**src/source/mesh_pkg.sv**
```systemverilog
//----------------------------------------------------------
// mesh package
// geometry, packet and link types for the half ruche
// tile array
//----------------------------------------------------------
`default_nettype none

package mesh_pkg;

  // array geometry
  localparam int num_rows     = 2;
  localparam int num_cols     = 4;
  localparam int ruche_factor = 2;
  localparam int mem_words    = 16;
  localparam int num_dirs     = 7;

  typedef logic [2:0]  x_cord_t;
  typedef logic [0:0]  y_cord_t;
  typedef logic [3:0]  mem_addr_t;
  typedef logic [31:0] data_t;

  typedef enum logic [1:0] {
    op_write = 2'd0,
    op_read  = 2'd1,
    op_rsp   = 2'd2
  } pkt_op_e;

  typedef struct packed {
    pkt_op_e   op;
    x_cord_t   src_x;
    y_cord_t   src_y;
    x_cord_t   dst_x;
    y_cord_t   dst_y;
    mem_addr_t addr;
    data_t     data;
  } mesh_packet_s;

  // forward half of a link, ready travels back on its own
  typedef struct packed {
    logic         valid;
    mesh_packet_s packet;
  } link_fwd_s;

  localparam link_fwd_s link_idle = '0;

  // router port index, P is the local endpoint
  typedef enum logic [2:0] {
    P  = 3'd0,
    W  = 3'd1,
    E  = 3'd2,
    N  = 3'd3,
    S  = 3'd4,
    RW = 3'd5,
    RE = 3'd6
  } dir_e;

endpackage

`default_nettype wire

```
**src/source/ruche_link_stage.sv**
```systemverilog
//----------------------------------------------------------
// ruche link stage
// two entry registered slice on one ruche span
//----------------------------------------------------------
`timescale 1ns/10ps
`default_nettype none

module ruche_link_stage (
  input  logic                  clk_i
  , input  logic                rst_i
  , input  mesh_pkg::link_fwd_s link_i
  , output logic                ready_o
  , output mesh_pkg::link_fwd_s link_o
  , input  logic                ready_i
);

  mesh_pkg::mesh_packet_s entry_q [2];
  logic                   wr_ptr_q;
  logic                   rd_ptr_q;
  logic [1:0]             count_q;
  logic                   push;
  logic                   pop;

  // second entry absorbs the packet in flight when ready drops
  assign ready_o = (count_q < 2'd2);
  assign push = link_i.valid && ready_o;
  assign pop = link_o.valid && ready_i;
  assign link_o = '{valid: (count_q != 2'd0), packet: entry_q[rd_ptr_q]};

  always_ff @(posedge clk_i) begin
    if (rst_i) begin
      wr_ptr_q <= 1'b0;
      rd_ptr_q <= 1'b0;
      count_q <= 2'd0;
    end else begin
      wr_ptr_q <= wr_ptr_q ^ push;
      rd_ptr_q <= rd_ptr_q ^ pop;
      count_q <= count_q + {1'b0, push} - {1'b0, pop};
    end
  end

  always_ff @(posedge clk_i) begin
    if (push) begin
      entry_q[wr_ptr_q] <= link_i.packet;
    end
  end

  a_max_two: assert property (@(posedge clk_i) disable iff (rst_i) count_q <= 2'd2);

endmodule

`default_nettype wire

```
**config.mk**
```make
export PLATFORM = sky130hd
export DESIGN_NAME = ruche_link_stage
export DESIGN_NICKNAME = d
export VERILOG_FILES = /design/src/source/mesh_pkg.sv /design/src/source/ruche_link_stage.sv
export SDC_FILE = /design/constraint.sdc
export NUM_CORES = 1
export LEC_CHECK = 0
export BUFFER_PORTS_ARGS = -buffer_cell sky130_fd_sc_hd__buf_2
export CELL_PAD_IN_SITES_DETAIL_PLACEMENT = 1
export CELL_PAD_IN_SITES_GLOBAL_PLACEMENT = 2
export CORE_MARGIN = 10
export CORE_UTILIZATION = 34
export CTS_CLUSTER_SIZE = 40
export DETAILED_ROUTE_END_ITERATION = 12
export GPL_ROUTABILITY_DRIVEN = 0
export HOLD_SLACK_MARGIN = 0.1
export PLACE_DENSITY_LB_ADDON = 0.1
export SYNTH_ARGS = -nofsm -noshare
export SYNTH_HDL_FRONTEND = slang
export SYNTH_SLANG_ARGS = --single-unit
```
**constraint.sdc**
```tcl
create_clock -name clk_i -period 2.2 [get_ports clk_i]
set_input_delay 0.33 -clock clk_i [delete_from_list [all_inputs] [get_ports clk_i]]
set_output_delay 0.33 -clock clk_i [all_outputs]
set_load 0.02 [all_outputs]
```
# After elaboration in Yosys (flattened, before gate mapping)

Memories as Yosys holds them, arrays and structs flattened. A register that Yosys moved wholly into a read port is not among the register bits.
Index checks and enable logic that the tools add are counted.

Output and inout bits: 48
Memories kept: 1
Bits in writable memories: 92
Bits in registers: 4
Word-level logic and storage cells: 15
Input port bits: 50

Memory list:

| memory  | words | bits a word | read ports | clocked after Yosys merged registers in | wr ports | RTL line               | text |
|---|---|---|---|---|---|---|---|
| entry_q | 2     | 46          | 1          | 1                                       | 1        | ruche_link_stage.sv:17 | `mesh_pkg::mesh_packet_s entry_q [2];` |

Reductions and logical operators: 3
Bitwise gates (word level): 2
Mux-type cells: 3
$lt $le $gt $ge: 1
$add $sub $neg: 2

Operators with widths:

| operator                                          | count |
|---|---|
| 1-bit 2-to-1 mux                                  | 3 |
| 2-bit by 1-bit adder with 2-bit output            | 1 |
| 1-bit logical AND                                 | 2 |
| 2-bit less-than comparator, second input constant | 1 |
| 2-bit nonzero test                                | 1 |
| 2-bit by 1-bit subtractor with 2-bit output       | 1 |
| 1-bit bitwise XOR                                 | 2 |

# Depth between registers and ports, before layout

Depth in word-level cells: 4
Depth in mapped cells: 6
Gate-level depth less buffers: 6

# Least setup slack after synthesis

OpenSTA, ideal clock, no wires.

Path kind: input -> register
From: in link_i[46] (netlist name)
To: mem entry_q[0][0] (netlist name), enable pin
Setup time: 0.408 ns
Arrival: 1.679 ns
Slack: 0.112 ns
Buffers on the path: 0
Required time: 1.792 ns
Stages: 2
Cell sequence: nor2b_1 -> ha_1

Longest elaborated chain between the ends: 3

Ends and longest elaborated chain:

| item                                   | RTL line               | text |
|---|---|---|
| start: declaration                     | ruche_link_stage.sv:11 | `, input mesh_pkg::link_fwd_s link_i` |
| 1-bit logical AND                      | ruche_link_stage.sv:26 | `assign push = link_i.valid && ready_o;` |
| 1-bit 2-to-1 mux                       | ruche_link_stage.sv:43 | `if (push) begin` |
| 1-bit 2-to-1 mux (implied by the code) | ruche_link_stage.sv:44 | `entry_q[wr_ptr_q] <= link_i.packet;` |
| end: declaration                       | ruche_link_stage.sv:17 |  |

No other way between the ends.

==> impl_results.md <==
* Max Clk Rate at approximately 510 MHz
* Post-DP Area at about 0.0043 mm2
* Minimum clock period after layout at between 1500 and 2000 ps
* Die Height at approximately 120 um
* Setup-failing EPs final at 0
* Setup TNS at 0 ps
* # fillers at ~1100
* I/O pins at 98
* DP Wirelength at roughly 5300 um
* Yosys reg bits at 96
* Sequential power share at between 50% and 60%
* CP Launch Type: flop
* Vias per inst at around 4.4
* PwrDens at about 1000 mW/mm2
* GR Overflow Total at 0
* Sw frac at between 20 and 30%
* Total power at 4.48 mW
* WP data required at 1870 ps
* First-pass GRT wire length at between 10000 and 15000 um
* Yosys cell types at 20
* Post-synth EDFFs at 92
* # hold bufs at CTS at 0
* Layout overhead on the synthesized area at 22.7%
* Clock insertion delay at the later pin of the skew report at roughly 350 ps
* Sum of routed wire length over all layers at 7490 um
* Critical-path top delay cell: mux2_2
* Crit-path cells: buf_4, mux2_2, buf_2
* GR Util All Layers at about a tenth
* CTS Root Cell: clkbuf_8
* Register clock-pin slew on the reported worst setup and hold paths at approximately 100 ps
* Largest net degree at the start of global routing at 28
* Ys flop type: edfxtp_1
* Setup repair after global routing missed its margin: false
* Vias in the first global route at 2113
* Clk sinks at 96
* Crit path kind: reg2out
* Area of the multi-input gates at approximately 770 um2
* Storage element area at ~0.0028 mm2
* Max Cap Viol at 0
* Antenna violations before repair at 1
* Slowest stage delay, CP at between 300 and 400 ps
* Final Cycle Share at between 80% and 90%
* Slew Viols, Final at 0
* Share of layout cells above drive strength 1 at between 60 and 70%
* Net Count, Synth at 220
* H-tree depth at 3
* Worst hold slack at approximately 160 ps
* CP Max Fanout at 25
* Share of total power in combinational logic at about a quarter
* Die ar. at between 0.015 and 0.02 mm2
* Via Count at around 1900
* Final Cell Area at ~0.0045 mm2
* Status: completed
* Crit path from: rd_ptr_q$_SDFF_PP0_
* Worst-margin pin slew at ~440 ps
* Mapped Area at around 0.0037 mm2
* Post-synth ARST share at 0%
* Syn Area/Cell at roughly 22 um2
* Die width at between 100 and 150 um
* Drc violations at 0
* HP Class: in2reg
* Initial drt markers at 58
* NetSw at ~1.3 mW
* CTS tree: built
* Leakage at about 1.7 nW
* Quantity of I/O buffers inserted on ports at between 90 and 100
* Worst path bufs/invs at 2
* Nets@finish at between 300 and 400
* Hold Path Origin: link_i[36]
* CTS buffer count at 9
* Clk pwr share at a little under a quarter
* Setup Skew at roughly 6.4 ps
* Post-synthesis sequential area ratio at a little under 80%
* Worst rel slew slack at between 70 and 80%
* Cell internal pwr at around 3.2 mW
* # placed instances at approximately 400
* WP data arrival at between 1500 and 2000 ps
* Resized Gates After CTS at 0
* Synth warn at 0
* Non-Filler Instances at 419
* Postcts setup bufs at 0
* Rows at 37
* CORE AREA at around 0.010 mm2
* CP delay by family, top: buffers and inverters
* Initial Util at between 30% and 40%
* Synthesized instance count at 168
* Worst Setup End Kind: primary output
* VDD IR max at ~380 uV
* DRT Pass-1 Iters at 4
* Maximum root-to-sink buffer count at 2
* Fin. Hold Viols at 0
* Routed length per instance at around 18 um
* FF-to-FF Start: count_q[1]$_SDFF_PP0_
* Routed Antenna Nets at 0
## stage by stage
step	utilization, %	worst slack, ps
2_1_floorplan	-	112
3_3_place_gp	41.5	604
3_5_place_dp	41.5	600
4_1_cts	43.1	198
5_1_grt	43.1	125
6_report	43.1	244
## final timing paths
kind                                                 end  cells past startpoint  slack, ps
worst max-delay path                          link_o[45]                      3        240
worst min register to register       wr_ptr_q$_SDFF_PP0_                      3        600
worst max register to register  entry_q[0][14]$_DFFE_PP_                      3        740
worst min-delay path            entry_q[1][36]$_DFFE_PP_                      1        160
## state kept, by name, indices dropped and copies added (netlist names)
signal,cells
wr_ptr_q,1
rd_ptr_q,1
count_q,2
entry_q,92
## Yosys cell counts, types with 2 or more instances
library cell / count / area (um2)
inv_1: 2 / 7.51
mux2_4: 30 / 450
nor2b_1: 3 / 18.8
nor2_1: 3 / 11.3
mux2_2: 16 / 180
buf_6: 4 / 45.0
dfxtp_1: 4 / 80.1
edfxtp_1: 92 / 2760
o21ai_0: 2 / 10.0
ha_1: 2 / 25.0
## placed cells by master (no fill, tap or decap)
master and instances:
o21a_1 1, diode_2 1, clkinvlp_4 1, clkinv_2 3
and2_2 1, clkbuf_8 9, buf_2 97, mux2_2 16
o21ai_0 2, ha_1 1, dfxtp_2 1, and4bb_1 1
nor2b_1 3, ha_2 1, nor3_2 1, buf_4 6
or2_2 1, mux2_4 30, clkinv_4 3, xor2_1 1
inv_1 2, dfxtp_1 3, edfxtp_1 92, nor2_1 3
nor3_1 1, a21oi_1 1, nand3_1 1
## power by group through the flow
stage          clock network (mW)  logic [mW]  registers (mW)
2_1_floorplan                   0       0.861            2.32
3_3_place_gp                    0        1.21            2.33
3_5_place_dp                    0        1.22            2.33
4_1_cts                      1.06        1.22            2.29
5_1_grt                      1.14        1.29            2.31
6_report                     1.02        1.18            2.29
## metal layers
layer	global-route usage, %	share of wire [%]	wire length (um)	vias to the layer above
li1	-	-	-	874
met1	10.9	40	3010	927
met2	17.1	51	3850	53
met3	3.35	6.9	514	9
met4	4.37	1.5	112	0
met5	0	0	0	-
## layout make-up
cell class / count / area share (%)
Clock inverter: 7 / 1.09
Clock buffer: 9 / 2.76
Tap cell: 136 / 3.79
Timing Repair Buffer: 103 / 11.8
Multi-Input combinational cell: 65 / 17.0
Sequential cell: 96 / 63.3
Inverter: 2 / 0.167
Antenna cell: 1 / 0.0557
## cells by family after synthesis
family	Yosys count	synth area share [%]
buf+inv	7	1.57
compound gates	4	0.615
xor+xnor	1	0.239
simple gates	12	2.05
fa+ha+maj	2	0.683
mux	46	17.2
flops	96	77.6
Note: power is estimated with default switching activity, not from simulation.
